File: config.mk
export PLATFORM = sky130hd
export DESIGN_NAME = mmu_top
export DESIGN_NICKNAME = d
export VERILOG_FILES = /design/src/common/mmu_pkg.sv /design/src/hw/mmu_data_xlate.sv /design/src/hw/mmu_top.sv /design/src/hw/ptw/ptw.sv /design/src/hw/tlb/tlb.sv
export SDC_FILE = /design/constraint.sdc
export NUM_CORES = 1
export LEC_CHECK = 0
export BUFFER_PORTS_ARGS = -buffer_cell sky130_fd_sc_hd__buf_2
export CAP_MARGIN = 10
export CORE_UTILIZATION = 45
export DETAILED_ROUTE_END_ITERATION = 7
export PLACE_DENSITY = 0.74
export SLEW_MARGIN = 10
export SYNTH_ARGS = -nofsm -noshare
export SYNTH_HDL_FRONTEND = slang
export SYNTH_SLANG_ARGS = --single-unit
File: constraint.sdc
create_clock -name clk_i -period 18.1 [get_ports clk_i]
set_input_delay 3.62 -clock clk_i [delete_from_list [all_inputs] [get_ports clk_i]]
set_output_delay 3.62 -clock clk_i [all_outputs]
set_load 0.01 [all_outputs]
File: src/common/mmu_pkg.sv
// shared Sv32 types, widths and cause codes for the data-side MMU, imported by every RTL block
package mmu_pkg;

    // ------------------------------------------------------------------
    // Sv32 widths
    // ------------------------------------------------------------------
    localparam int unsigned VLEN          = 32;
    localparam int unsigned PLEN          = 34;
    localparam int unsigned PPNW          = 22;
    localparam int unsigned PAGE_OFFSET_W = 12;
    // one VPN field, Sv32 has two of them
    localparam int unsigned VPN_W         = 10;

    // privilege level as seen by loads and stores
    typedef enum logic [1:0] {
        PRIV_LVL_U = 2'b00,
        PRIV_LVL_S = 2'b01,
        PRIV_LVL_M = 2'b11
    } priv_lvl_t;

    // ------------------------------------------------------------------
    // page table entry and TLB slot
    // ------------------------------------------------------------------
    typedef struct packed {
        logic [PPNW-1:0] ppn;
        logic [1:0]      rsw;
        logic            d;
        logic            a;
        logic            g;
        logic            u;
        logic            x;
        logic            w;
        logic            r;
        logic            v;
    } pte_t;

    // is_4m marks a megapage, only vpn[19:10] takes part in the match
    typedef struct packed {
        logic                 valid;
        logic                 is_4m;
        logic [2*VPN_W-1:0]   vpn;
        logic [PPNW-1:0]      ppn;
        logic                 u;
        logic                 x;
        logic                 w;
        logic                 r;
        logic                 d;
    } tlb_entry_t;

    // fill from the walker, valid high for the single fill cycle
    typedef tlb_entry_t tlb_update_t;

    // ------------------------------------------------------------------
    // exceptions
    // ------------------------------------------------------------------
    typedef struct packed {
        logic [3:0]  cause;
        logic [31:0] tval;
        logic        valid;
    } xcpt_t;

    localparam logic [3:0] CAUSE_LD_PAGE_FAULT = 4'd13;
    localparam logic [3:0] CAUSE_ST_PAGE_FAULT = 4'd15;

    // ------------------------------------------------------------------
    // walker memory channel, credit based on the request side
    // ------------------------------------------------------------------
    typedef struct packed {
        logic            valid;
        logic [PLEN-1:0] addr;
    } mem_req_t;

    // credit may come with rdata or in a later cycle
    typedef struct packed {
        logic        valid;
        logic        credit;
        logic [31:0] rdata;
    } mem_rsp_t;

endpackage

File: src/hw/mmu_data_xlate.sv
// load/store translation stage, registers the TLB result and forms the paddr and page faults
`timescale 1ns/100ps

module mmu_data_xlate (
    input  logic                     clk_i,
    input  logic                     rst_ni,
    input  logic                     en_translation_i,
    input  mmu_pkg::priv_lvl_t       priv_lvl_i,
    input  logic                     sum_i,
    input  logic                     mxr_i,
    input  logic                     lsu_req_i,
    input  logic [mmu_pkg::VLEN-1:0] lsu_vaddr_i,
    input  logic                     lsu_is_store_i,
    input  logic                     tlb_hit_i,
    input  mmu_pkg::tlb_entry_t      tlb_entry_i,
    input  logic                     ptw_error_i,
    input  logic [mmu_pkg::VLEN-1:0] ptw_error_vaddr_i,
    output logic                     lsu_dtlb_hit_o,
    output logic                     lsu_valid_o,
    output logic [mmu_pkg::PLEN-1:0] lsu_paddr_o,
    output mmu_pkg::xcpt_t           lsu_exception_o
);
    import mmu_pkg::*;

    logic            req_q;
    logic            hit_q;
    logic            err_q;
    logic            is_store_q;
    logic [VLEN-1:0] vaddr_q;
    logic [VLEN-1:0] err_vaddr_q;
    tlb_entry_t      entry_q;
    logic            hit_valid;
    logic            access_err;
    logic            perm_fault;

    // bare mode is always ready
    assign lsu_dtlb_hit_o = en_translation_i ? tlb_hit_i : 1'b1;

    // result of a hit, or the end of a failed walk
    assign hit_valid   = req_q && hit_q;
    assign lsu_valid_o = hit_valid || err_q;

    // ------------------------------------------------------------------
    // physical address
    // ------------------------------------------------------------------
    always_comb begin
        lsu_paddr_o = {{(PLEN-VLEN){1'b0}}, vaddr_q};
        if (en_translation_i) begin
            lsu_paddr_o = {entry_q.ppn, vaddr_q[PAGE_OFFSET_W-1:0]};
            // megapage keeps vpn[0] from the vaddr
            if (entry_q.is_4m) begin
                lsu_paddr_o[PAGE_OFFSET_W +: VPN_W] = vaddr_q[PAGE_OFFSET_W +: VPN_W];
            end
        end
    end

    // ------------------------------------------------------------------
    // permission checks
    // ------------------------------------------------------------------
    // user page from S needs SUM, supervisor page is closed to U
    assign access_err = ((priv_lvl_i == PRIV_LVL_U) && !entry_q.u)
                     || ((priv_lvl_i == PRIV_LVL_S) && entry_q.u && !sum_i);

    // stores need w and d; MXR lets loads read execute-only pages
    assign perm_fault = is_store_q ? (!entry_q.w || !entry_q.d)
                                   : (!entry_q.r && !(entry_q.x && mxr_i));

    always_comb begin
        lsu_exception_o       = '0;
        lsu_exception_o.cause = is_store_q ? CAUSE_ST_PAGE_FAULT : CAUSE_LD_PAGE_FAULT;
        lsu_exception_o.tval  = vaddr_q;
        if (err_q) begin
            lsu_exception_o.valid = 1'b1;
            lsu_exception_o.tval  = err_vaddr_q;
        end else if (hit_valid && en_translation_i && (access_err || perm_fault)) begin
            lsu_exception_o.valid = 1'b1;
        end
    end

    // ------------------------------------------------------------------
    // request register stage
    // ------------------------------------------------------------------
    always_ff @(posedge clk_i or negedge rst_ni) begin
        if (!rst_ni) begin
            req_q <= 1'b0;
            hit_q <= 1'b0;
            err_q <= 1'b0;
        end else begin
            req_q <= lsu_req_i;
            hit_q <= lsu_dtlb_hit_o;
            err_q <= ptw_error_i;
        end
    end

    always_ff @(posedge clk_i) begin
        is_store_q  <= lsu_is_store_i;
        vaddr_q     <= lsu_vaddr_i;
        entry_q     <= tlb_entry_i;
        err_vaddr_q <= ptw_error_vaddr_i;
    end

endmodule

File: src/hw/mmu_top.sv
// data-side Sv32 MMU top level, joins the TLB, the page table walker and the translation stage
`timescale 1ns/100ps

module mmu_top #(
    parameter int unsigned TlbEntries = 4,
    parameter int unsigned MemCredits = 2
) (
    input  logic                     clk_i,
    input  logic                     rst_ni,
    input  logic                     en_translation_i,
    input  logic [mmu_pkg::PPNW-1:0] satp_ppn_i,
    input  mmu_pkg::priv_lvl_t       priv_lvl_i,
    input  logic                     sum_i,
    input  logic                     mxr_i,
    input  logic                     flush_tlb_i,
    input  logic                     lsu_req_i,
    input  logic [mmu_pkg::VLEN-1:0] lsu_vaddr_i,
    input  logic                     lsu_is_store_i,
    output logic                     lsu_dtlb_hit_o,
    output logic                     lsu_valid_o,
    output logic [mmu_pkg::PLEN-1:0] lsu_paddr_o,
    output mmu_pkg::xcpt_t           lsu_exception_o,
    output mmu_pkg::mem_req_t        mem_req_o,
    input  mmu_pkg::mem_rsp_t        mem_rsp_i
);
    import mmu_pkg::*;

    logic            tlb_hit;
    tlb_entry_t      tlb_entry;
    tlb_update_t     tlb_update;
    logic            ptw_miss;
    logic            ptw_error;
    logic [VLEN-1:0] ptw_error_vaddr;

    // walk only for a translated request that missed
    assign ptw_miss = lsu_req_i && en_translation_i && !tlb_hit;

    tlb #(
        .TlbEntries (TlbEntries)
    ) i_tlb (
        .clk_i       (clk_i),
        .rst_ni      (rst_ni),
        .flush_i     (flush_tlb_i),
        .update_i    (tlb_update),
        .lu_access_i (lsu_req_i),
        .lu_vaddr_i  (lsu_vaddr_i),
        .lu_hit_o    (tlb_hit),
        .lu_entry_o  (tlb_entry)
    );

    ptw #(
        .MemCredits (MemCredits)
    ) i_ptw (
        .clk_i         (clk_i),
        .rst_ni        (rst_ni),
        .miss_i        (ptw_miss),
        .vaddr_i       (lsu_vaddr_i),
        .satp_ppn_i    (satp_ppn_i),
        .update_o      (tlb_update),
        .error_o       (ptw_error),
        .error_vaddr_o (ptw_error_vaddr),
        .mem_req_o     (mem_req_o),
        .mem_rsp_i     (mem_rsp_i)
    );

    mmu_data_xlate i_xlate (
        .clk_i             (clk_i),
        .rst_ni            (rst_ni),
        .en_translation_i  (en_translation_i),
        .priv_lvl_i        (priv_lvl_i),
        .sum_i             (sum_i),
        .mxr_i             (mxr_i),
        .lsu_req_i         (lsu_req_i),
        .lsu_vaddr_i       (lsu_vaddr_i),
        .lsu_is_store_i    (lsu_is_store_i),
        .tlb_hit_i         (tlb_hit),
        .tlb_entry_i       (tlb_entry),
        .ptw_error_i       (ptw_error),
        .ptw_error_vaddr_i (ptw_error_vaddr),
        .lsu_dtlb_hit_o    (lsu_dtlb_hit_o),
        .lsu_valid_o       (lsu_valid_o),
        .lsu_paddr_o       (lsu_paddr_o),
        .lsu_exception_o   (lsu_exception_o)
    );

endmodule

File: src/hw/ptw/ptw.sv
// two-level Sv32 page table walker, reads PTEs over a credit-based memory port and fills the TLB
`timescale 1ns/100ps

module ptw #(
    parameter int unsigned MemCredits = 2
) (
    input  logic                     clk_i,
    input  logic                     rst_ni,
    input  logic                     miss_i,
    input  logic [mmu_pkg::VLEN-1:0] vaddr_i,
    input  logic [mmu_pkg::PPNW-1:0] satp_ppn_i,
    output mmu_pkg::tlb_update_t     update_o,
    output logic                     error_o,
    output logic [mmu_pkg::VLEN-1:0] error_vaddr_o,
    output mmu_pkg::mem_req_t        mem_req_o,
    input  mmu_pkg::mem_rsp_t        mem_rsp_i
);
    import mmu_pkg::*;

    localparam int unsigned CntW = $clog2(MemCredits + 1);

    typedef enum logic [2:0] {
        S_IDLE,
        S_REQ,
        S_WAIT,
        S_LVL0,
        S_DONE
    } state_e;

    state_e          state_q, state_d;
    logic            lvl0_q, lvl0_d;
    logic            err_q, err_d;
    logic [CntW-1:0] credits_q, credits_d;
    logic [PLEN-1:0] addr_q, addr_d;
    logic [VLEN-1:0] vaddr_q, vaddr_d;
    logic [PPNW-1:0] next_ppn_q, next_ppn_d;
    tlb_entry_t      entry_q, entry_d;
    pte_t            pte;

    assign pte = mem_rsp_i.rdata;

    // ------------------------------------------------------------------
    // walk FSM
    // ------------------------------------------------------------------
    always_comb begin
        state_d         = state_q;
        lvl0_d          = lvl0_q;
        err_d           = err_q;
        addr_d          = addr_q;
        vaddr_d         = vaddr_q;
        next_ppn_d      = next_ppn_q;
        entry_d         = entry_q;
        mem_req_o.valid = 1'b0;
        mem_req_o.addr  = addr_q;
        case (state_q)
            S_IDLE: begin
                // level 1 PTE sits at satp.ppn * 4096 + vpn[1] * 4
                if (miss_i) begin
                    vaddr_d = vaddr_i;
                    addr_d  = {satp_ppn_i, vaddr_i[VLEN-1 -: VPN_W], 2'b00};
                    lvl0_d  = 1'b0;
                    state_d = S_REQ;
                end
            end
            S_REQ: begin
                // stall here while memory holds all credits
                if (credits_q != '0) begin
                    mem_req_o.valid = 1'b1;
                    state_d         = S_WAIT;
                end
            end
            S_WAIT: begin
                if (mem_rsp_i.valid) begin
                    state_d = S_DONE;
                    err_d   = 1'b1;
                    if (!pte.v || (pte.w && !pte.r)) begin
                        err_d = 1'b1;
                    end else if (pte.r || pte.x) begin
                        // leaf, a misaligned megapage also faults
                        if (pte.a && (lvl0_q || (pte.ppn[VPN_W-1:0] == '0))) begin
                            err_d         = 1'b0;
                            entry_d.valid = 1'b1;
                            entry_d.is_4m = !lvl0_q;
                            entry_d.vpn   = vaddr_q[VLEN-1:PAGE_OFFSET_W];
                            entry_d.ppn   = pte.ppn;
                            entry_d.u     = pte.u;
                            entry_d.x     = pte.x;
                            entry_d.w     = pte.w;
                            entry_d.r     = pte.r;
                            entry_d.d     = pte.d;
                        end
                    end else if (!lvl0_q) begin
                        // pointer to the level 0 table
                        next_ppn_d = pte.ppn;
                        state_d    = S_LVL0;
                    end
                end
            end
            S_LVL0: begin
                addr_d  = {next_ppn_q, vaddr_q[PAGE_OFFSET_W +: VPN_W], 2'b00};
                lvl0_d  = 1'b1;
                state_d = S_REQ;
            end
            S_DONE: begin
                state_d = S_IDLE;
            end
            default: begin
                state_d = S_IDLE;
            end
        endcase
    end

    // ------------------------------------------------------------------
    // credit counter
    // ------------------------------------------------------------------
    always_comb begin
        credits_d = credits_q;
        if (mem_req_o.valid) begin
            credits_d = credits_d - CntW'(1);
        end
        if (mem_rsp_i.credit) begin
            credits_d = credits_d + CntW'(1);
        end
    end

    // one-cycle fill or error pulse from the done state
    always_comb begin
        update_o       = entry_q;
        update_o.valid = (state_q == S_DONE) && !err_q;
    end
    assign error_o       = (state_q == S_DONE) && err_q;
    assign error_vaddr_o = vaddr_q;

    always_ff @(posedge clk_i or negedge rst_ni) begin
        if (!rst_ni) begin
            state_q   <= S_IDLE;
            lvl0_q    <= 1'b0;
            err_q     <= 1'b0;
            credits_q <= CntW'(MemCredits);
        end else begin
            state_q   <= state_d;
            lvl0_q    <= lvl0_d;
            err_q     <= err_d;
            credits_q <= credits_d;
        end
    end

    always_ff @(posedge clk_i) begin
        addr_q     <= addr_d;
        vaddr_q    <= vaddr_d;
        next_ppn_q <= next_ppn_d;
        entry_q    <= entry_d;
    end

endmodule

File: src/hw/tlb/tlb.sv
// fully associative data TLB that the page table walker fills and the load/store port looks up
`timescale 1ns/100ps

module tlb #(
    parameter int unsigned TlbEntries = 4
) (
    input  logic                     clk_i,
    input  logic                     rst_ni,
    input  logic                     flush_i,
    input  mmu_pkg::tlb_update_t     update_i,
    input  logic                     lu_access_i,
    input  logic [mmu_pkg::VLEN-1:0] lu_vaddr_i,
    output logic                     lu_hit_o,
    output mmu_pkg::tlb_entry_t      lu_entry_o
);
    import mmu_pkg::*;

    // keep the pointer at least one bit wide for a single entry
    localparam int unsigned IdxW = (TlbEntries > 1) ? $clog2(TlbEntries) : 1;

    logic [TlbEntries-1:0] valid_q;
    tlb_entry_t            entries_q [TlbEntries];
    logic [IdxW-1:0]       fill_ptr_q;
    logic [TlbEntries-1:0] match;
    logic [VPN_W-1:0]      lu_vpn1;
    logic [VPN_W-1:0]      lu_vpn0;

    assign lu_vpn1 = lu_vaddr_i[VLEN-1 -: VPN_W];
    assign lu_vpn0 = lu_vaddr_i[PAGE_OFFSET_W +: VPN_W];

    // ------------------------------------------------------------------
    // lookup
    // ------------------------------------------------------------------
    always_comb begin
        for (int i = 0; i < TlbEntries; i++) begin
            // megapage ignores vpn[0]
            match[i] = valid_q[i]
                    && (entries_q[i].vpn[2*VPN_W-1:VPN_W] == lu_vpn1)
                    && (entries_q[i].is_4m || (entries_q[i].vpn[VPN_W-1:0] == lu_vpn0));
        end
    end

    always_comb begin
        lu_hit_o   = 1'b0;
        lu_entry_o = '0;
        for (int i = 0; i < TlbEntries; i++) begin
            if (lu_access_i && match[i]) begin
                lu_hit_o         = 1'b1;
                lu_entry_o       = entries_q[i];
                lu_entry_o.valid = 1'b1;
            end
        end
    end

    // ------------------------------------------------------------------
    // fill and flush
    // ------------------------------------------------------------------
    always_ff @(posedge clk_i or negedge rst_ni) begin
        if (!rst_ni) begin
            valid_q    <= '0;
            fill_ptr_q <= '0;
        end else if (flush_i) begin
            // flush wins over a fill in the same cycle
            valid_q <= '0;
        end else if (update_i.valid) begin
            valid_q[fill_ptr_q] <= 1'b1;
            // round robin pointer wraps at the last slot
            if (fill_ptr_q == IdxW'(TlbEntries - 1)) begin
                fill_ptr_q <= '0;
            end else begin
                fill_ptr_q <= fill_ptr_q + IdxW'(1);
            end
        end
    end

    // slot contents written by a walker fill
    always_ff @(posedge clk_i) begin
        if (update_i.valid && !flush_i) begin
            entries_q[fill_ptr_q] <= update_i;
        end
    end

endmodule

# Word-level counts from Yosys, hierarchy flattened
# Memory sizes are Yosys's and may differ from the RTL's.
# Index checks and enable logic that the tools add are counted.
[totals]
wordCells = 163
regBits = 245
ram_bits = 196
in_bits = 98
out_inout_bits = 108
mem_count = 1
[op_classes]
n_eq_ne = 17
mux = 41
n_bitwise = 5
magnitude_cmp = 2
add_sub_neg = 3
reduce_logical = 64
[mem_list]
columns = ["name", "depth", "width", "read_ports", "rd_clocked_by_memory_dff", "write_ports", "line_no", "rtl"]
rows = [
  ["i_tlb.entries_q", 4, 49, 4, 0, 1, "tlb.sv:22", "tlb_entry_t entries_q [TlbEntries];"],
]
[op_table]
columns = ["op", "n"]
rows = [
  ["$mux 48", 4],
  ["$eq 10x10->1", 8],
  ["$mux 34", 2],
  ["$pmux 34 s2", 1],
  ["$mux 32", 1],
  ["$logic_and 1x1->1", 28],
  ["$mux 3", 6],
  ["$mux 1", 17],
  ["$logic_not 1->1", 12],
  ["$pmux 3 s4", 1],
  ["$logic_or 1x1->1", 11],
  ["$logic_not 10->1", 1],
  ["$mux 10", 1],
  ["$reduce_and 5->1", 2],
  ["$mux 2", 4],
  ["$mux 4", 2],
  ["$reduce_and 2->1", 4],
  ["$eq 3x2->1 const B", 2],
  ["$reduce_bool 2->1", 3],
  ["$add 2x1->2 const B", 2],
  ["$ne 2x1->1 const B", 2],
  ["$not 1->1", 4],
  ["$or 4x4->4", 1],
  ["$eq 3x1->1 const B", 1],
  ["12 further kinds", 12],
]

# Logic depth before layout (Yosys ltp)
# An unclocked memory read counts as a cell.
[depth]
word_depth = 13
mapped_depth = 9
ltp_nobuf = 8

# Modules after synthesis
# From an unflattened synthesis, not the netlist that was laid out.
[unflattened]
cells_unflattened = 1027
area_unflattened_um2 = 16474.6
[modules_own_cells]
columns = ["module", "seq_area_each_um2", "n_inst", "area_per_inst_um2", "cells_per_inst"]
rows = [
  ["tlb", 5915.7, 1, 8732.1, 618],
  ["ptw", 4200.3, 1, 4912.2, 223],
  ["mmu_data_xlate", 1936.9, 1, 2821.5, 185],
  ["mmu_top", 0.0, 1, 8.8, 1],
]

# Least setup slack after synthesis
# Ideal clock, no wire load.
[synth_timing]
path_kind = "input to register"
startpoint = "input port mem_rsp_i[33] (netlist bit)"
endpoint = "register i_ptw.entry_q (netlist bit i_ptw.update_o[0]), enable pin"
setup_ps = 576
n_path_buf = 0
required_time_ps = 17524
arrival_time_ps = 8785
stages = 2
path_slack_ps = 8738
path_cell_list = "or3b_2 > nor4_1"
[synth_via]
elab_chain_cells = 1
[synth_lines]
columns = ["item", "line_no", "rtl"]
rows = [
  ["from (decl)", "mmu_top.sv:24", "input mmu_pkg::mem_rsp_t mem_rsp_i"],
  ["$reduce_and 5->1 (no source line)", "-", ""],
  ["to (signal assigned)", "ptw.sv:152", "entry_q <= entry_d;"],
  ["to (decl)", "ptw.sv:37", "tlb_entry_t entry_q, entry_d;"],
]
# No other way between the ends.
# A chain may end at the register's enable or synchronous reset.

# Worst setup path after layout
[layout_timing]
startpoint = "input port lsu_vaddr_i[20] (netlist bit)"
endpoint = "output port lsu_dtlb_hit_o"
[layout_via]
elab_chain_cells = 9
elab_cells_between_ends = 21
cone_classes = "eq/ne (4); mux (5); reduce/logical (12)"
[layout_lines]
columns = ["item", "line_no", "rtl"]
rows = [
  ["from (decl)", "mmu_top.sv:17", "input logic [mmu_pkg::VLEN-1:0] lsu_vaddr_i,"],
  ["$eq 10x10->1", "tlb.sv:39", "&& (entries_q[i].is_4m || (entries_q[i].vpn[VPN_W-1:0] == lu_vpn0));"],
  ["$logic_or 1x1->1", "tlb.sv:39", ""],
  ["$logic_and 1x1->1", "tlb.sv:39", ""],
  ["$logic_and 1x1->1", "tlb.sv:47", "if (lu_access_i && match[i]) begin"],
  ["$mux 1 (3 in series)", "tlb.sv:47", ""],
  ["$mux 1 *", "tlb.sv:47", ""],
  ["$mux 1 *", "mmu_data_xlate.sv:37", "assign lsu_dtlb_hit_o = en_translation_i ? tlb_hit_i : 1'b1;"],
  ["to (decl)", "mmu_top.sv:19", "output logic lsu_dtlb_hit_o,"],
]
# Every way passes the cells marked *; elsewhere a longest branch is shown, timed or not.

==> results.yml <==
route:
  vias: 8410
  vias_per_cell: 5.18
  first_pass_iters: 5
  drt_drc_violations_left: 0
  ant_nets: 0
  routed_wl_um: 33100
  drtIter0Drc: 661
  wl_per_cell_um: 20.4
setup_path:
  crit_path_end: "lsu_dtlb_hit_o"
  critPathKind: "input pin to output port"
  cp-end-kind: "output port"
  startpoint: "lsu_vaddr_i[20]"
  worst_ep_arrival_time_ns: 6.12
  cp.depth: 7
  reg2reg_from: "i_tlb.entries_q[2][29]"
  critPathSlowestCell: "a31o_2"
  reg2reg_slack_ns: 14.53
  worstPathMaxFanout: 28
  reg2reg_to: "i_ptw.addr_q[27]"
  crit_top_cell: "buf_2"
  path_buf_inv: 2
  crit_required_ns: 14.48
  crit_family: "simple AND/OR/NAND/NOR gates"
  crit_chain: "buf_2 > xor2_1 > nor4_1 > a31o_2 > nand2_1 > nand4_1 > buf_2"
  critPathLaunchType: "input pin"
  critPathMaxStageDelay_ns: 0.75
  r2r.worst_path.cells: 8
final_layout:
  fin_nets: 1236
  area_growth_pct: 18.1
  layout-drive-gt1-share: 0.360
  n_antenna_cell: 0
  final_util: 0.539
global_routing:
  grt_overflow_total: 0
  antenna_found_initial: 1
  track_usage: 0.188
  grt_pass1_vias: 8823
  grt_max_degree: 50
  grt_first_pass_wirelength_um: 51000
power_and_ir_drop:
  ir_worst_vdd_uv: 103
  clkPwrFrac: 0.393
  power_density_nw_per_um2: 121
  p_total_mw: 2.25
  netSwitchingFraction: 0.234
  comb_power_share: 0.092
  p_switching_uw: 528
  internal_power_mw: 1.73
  pwr-share-seq: 0.515
  p_leak_nw: 6.98
timing:
  rsz0062_at_grt: "no"
  fmax_ghz: 0.103
  skew_ns: 0.0229
  whs_ns: 0.337
  layout_min_cycle_time_ns: 9.74
  setup_viol: 0
  fin_ws_ns: 8.36
  tightestPinTransition_ns: 0.962
  slew_viol_final: 0
  tns_ns: 0
  max_slew_margin: 0.359
  post-route-period-util: 0.538
  hold_violations: 0
clock_tree:
  cts_tree: "yes"
  htreeDepth: 2
  post-cts-setup-buffers: 0
  path_clk_slew_ns: 0.06
  cts_hold_buf: 0
  cts.sinks: 435
  cts_resized: 0
  cts_max_path_buffers: 3
  insertion_delay_ns: 0.56
  cts_buffers: 45
  clockRootBuffer: "clkbuf_16"
synthesis:
  synth_edf_count: 326
  synthArstFlopShare: 0.0368
  synth-seq-area-share: 0.765
  netlist_area_um2: 15800
  ys_warn_count: 0
  synth_mux_area_frac: 0.0529
  netlist.top_cell.by_area: "edfxtp_1"
  synth_top_area_frac: 0.621
  synth_compound_area_frac: 0.0545
  yosys.cell_types.count: 51
  yosys-top-cells-area: "edfxtp_1 (62%), dfxtp_1 (12%), mux2_2 (5.3%)"
  syn_inst: 928
  synth_xor_area_frac: 0.0456
  avgSynthCellArea_um2: 17.0
  synth_top_family_by_area: "compound AO/OA/AOI/OAI gates"
  synthAdderAreaFrac: 0.00397
  synth_top_flop_cell: "edfxtp_1"
  synth-seq-cells: 435
  synthSimpleGateAreaFrac: 0.0497
floorplan:
  rows: 68
  coreArea_um2: 34500
  die_w_um: 189
  io-pin-count: 206
  dieArea_um2: 35800
  die_y_um: 189
  initial_utilization: 0.456
placement:
  dp_hpwl_um: 21200
  io_buffers: 197
  globalplace.congestion: 0.849
  pre_cts_slack_ns: 8.41
worst_hold_path:
  worstHoldPathType: "flop to flop"
outcome:
  outcome: "complete, no violations"
run:
  drv_cap: 0
cell families after synthesis:
group	after synthesis
flip-flops	435
AND/OR/NAND/NOR	150
buffers and inverters	91
AO/OA/AOI/OAI	89
XOR/XNOR	82
multiplexers	74
adder cells (fa/ha/maj)	5
other	2
sequential cells by signal, summed over array words and instances (netlist names):
signal and count:
i_ptw.err_q 1, i_xlate.err_vaddr_q 32, i_ptw.lvl0_q 1, i_ptw.credits_q 2, i_xlate.vaddr_q 32, i_xlate.err_q 1
i_ptw.next_ppn_q 22, i_ptw.addr_q 32, i_ptw.error_vaddr_o 32, i_xlate.hit_q 1, i_ptw.update_o 48, i_xlate.req_q 1
i_tlb.fill_ptr_q 2, i_tlb.valid_q 4, i_tlb.entries_q 192, i_xlate.is_store_q 1, i_xlate.entry_q 28, i_ptw.state_q 3
stage by stage:
stage / cells / cell area [um2]
final: 1625 / 18600
after global routing: 1625 / 18600
after CTS: 1625 / 18600
after detailed placement: 1541 / 17200
after global placement: 1541 / 17200
after floorplan: 931 / 15800
cells in the final DEF (no fill, tap or decap), types with 7 or more instances in the layout:
cell / netlist / layout
edfxtp_1: 326 / 326
buf_2: 9 / 197
dfxtp_1: 93 / 93
mux2_2: 74 / 74
xor2_1: 54 / 54
clkbuf_16: 0 / 46
nand2_1: 45 / 45
inv_1: 37 / 37
nand3_1: 32 / 32
xnor2_1: 28 / 28
o221a_2: 24 / 24
o211ai_2: 20 / 20
nor4_1: 17 / 16
nor2_1: 16 / 14
clkinv_2: 0 / 14
dfrtp_1: 15 / 14
buf_4: 18 / 12
nand4_1: 7 / 7
o211ai_1: 7 / 7
a21oi_1: 7 / 7
o21ai_0: 8 / 7
cells in the mapped netlist, types with 15 or more instances:
library cell / n
nand3_1: 32
buf_4: 18
edfxtp_1: 326
nor4_1: 17
xor2_1: 54
dfrtp_1: 15
o211ai_2: 20
clkbuf_1: 23
dfxtp_1: 93
xnor2_1: 28
nor2_1: 16
nand2_1: 45
inv_1: 37
mux2_2: 74
o221a_2: 24
power groups by stage:
stage          Sequential [mW]  Combinational, mW  Clock (mW)
2_1_floorplan             1.19              0.115           0
3_3_place_gp              1.18              0.204           0
3_5_place_dp              1.18              0.210           0
4_1_cts                   1.16              0.211       0.904
5_1_grt                   1.17              0.228       0.946
6_report                  1.16              0.208       0.886
routing by layer:
metal / vias to the layer above / GRT usage / wire [um]
met5: - / 0 / 0
met4: 0 / 0.0623 / 840
met2: 291 / 0.314 / 16200
met1: 4203 / 0.246 / 13900
li1: 3858 / - / -
met3: 58 / 0.0358 / 2090
how the worst min path moves through the flow:
| stage | slack (ns) | from | end | cells past startpoint |
|---|---|---|---|---|
| 3_3_place_gp | 0.32 | i_ptw.error_vaddr_o[0] | i_xlate.err_vaddr_q[0] | 0 |
| 5_1_grt | 0.35 | i_ptw.error_vaddr_o[10] | i_xlate.err_vaddr_q[10] | 0 |
| 3_5_place_dp | 0.33 | i_ptw.error_vaddr_o[4] | i_xlate.err_vaddr_q[4] | 0 |
| 4_1_cts | 0.34 | i_ptw.error_vaddr_o[4] | i_xlate.err_vaddr_q[4] | 0 |
| 6_report | 0.34 | i_ptw.error_vaddr_o[8] | i_xlate.err_vaddr_q[8] | 0 |
| 2_1_floorplan | 0.32 | i_ptw.error_vaddr_o[0] | i_xlate.err_vaddr_q[0] | 0 |
worst reg2reg max path: cells and delay by family, from the launching register on:
| kind | cells | cell delay (ns) |
|---|---|---|
| AND/OR/NAND/NOR | 2 | 0.62 |
| XOR/XNOR | 1 | 0.18 |
| flip-flops | 1 | 0.37 |
| buffers and inverters | 2 | 0.84 |
| AO/OA/AOI/OAI | 3 | 1.21 |
final cells by class:
| class | count | area [um2] |
|---|---|---|
| fill | 2759 | 15900 |
| sequential | 435 | 12100 |
| multi-input combinational | 405 | 3320 |
| clock buffer | 58 | 1260 |
| timing repair buffer | 209 | 1080 |
| tap | 455 | 569 |
| clock inverter | 26 | 195 |
| inverter | 37 | 139 |
(Power assumes the default switching activity.)
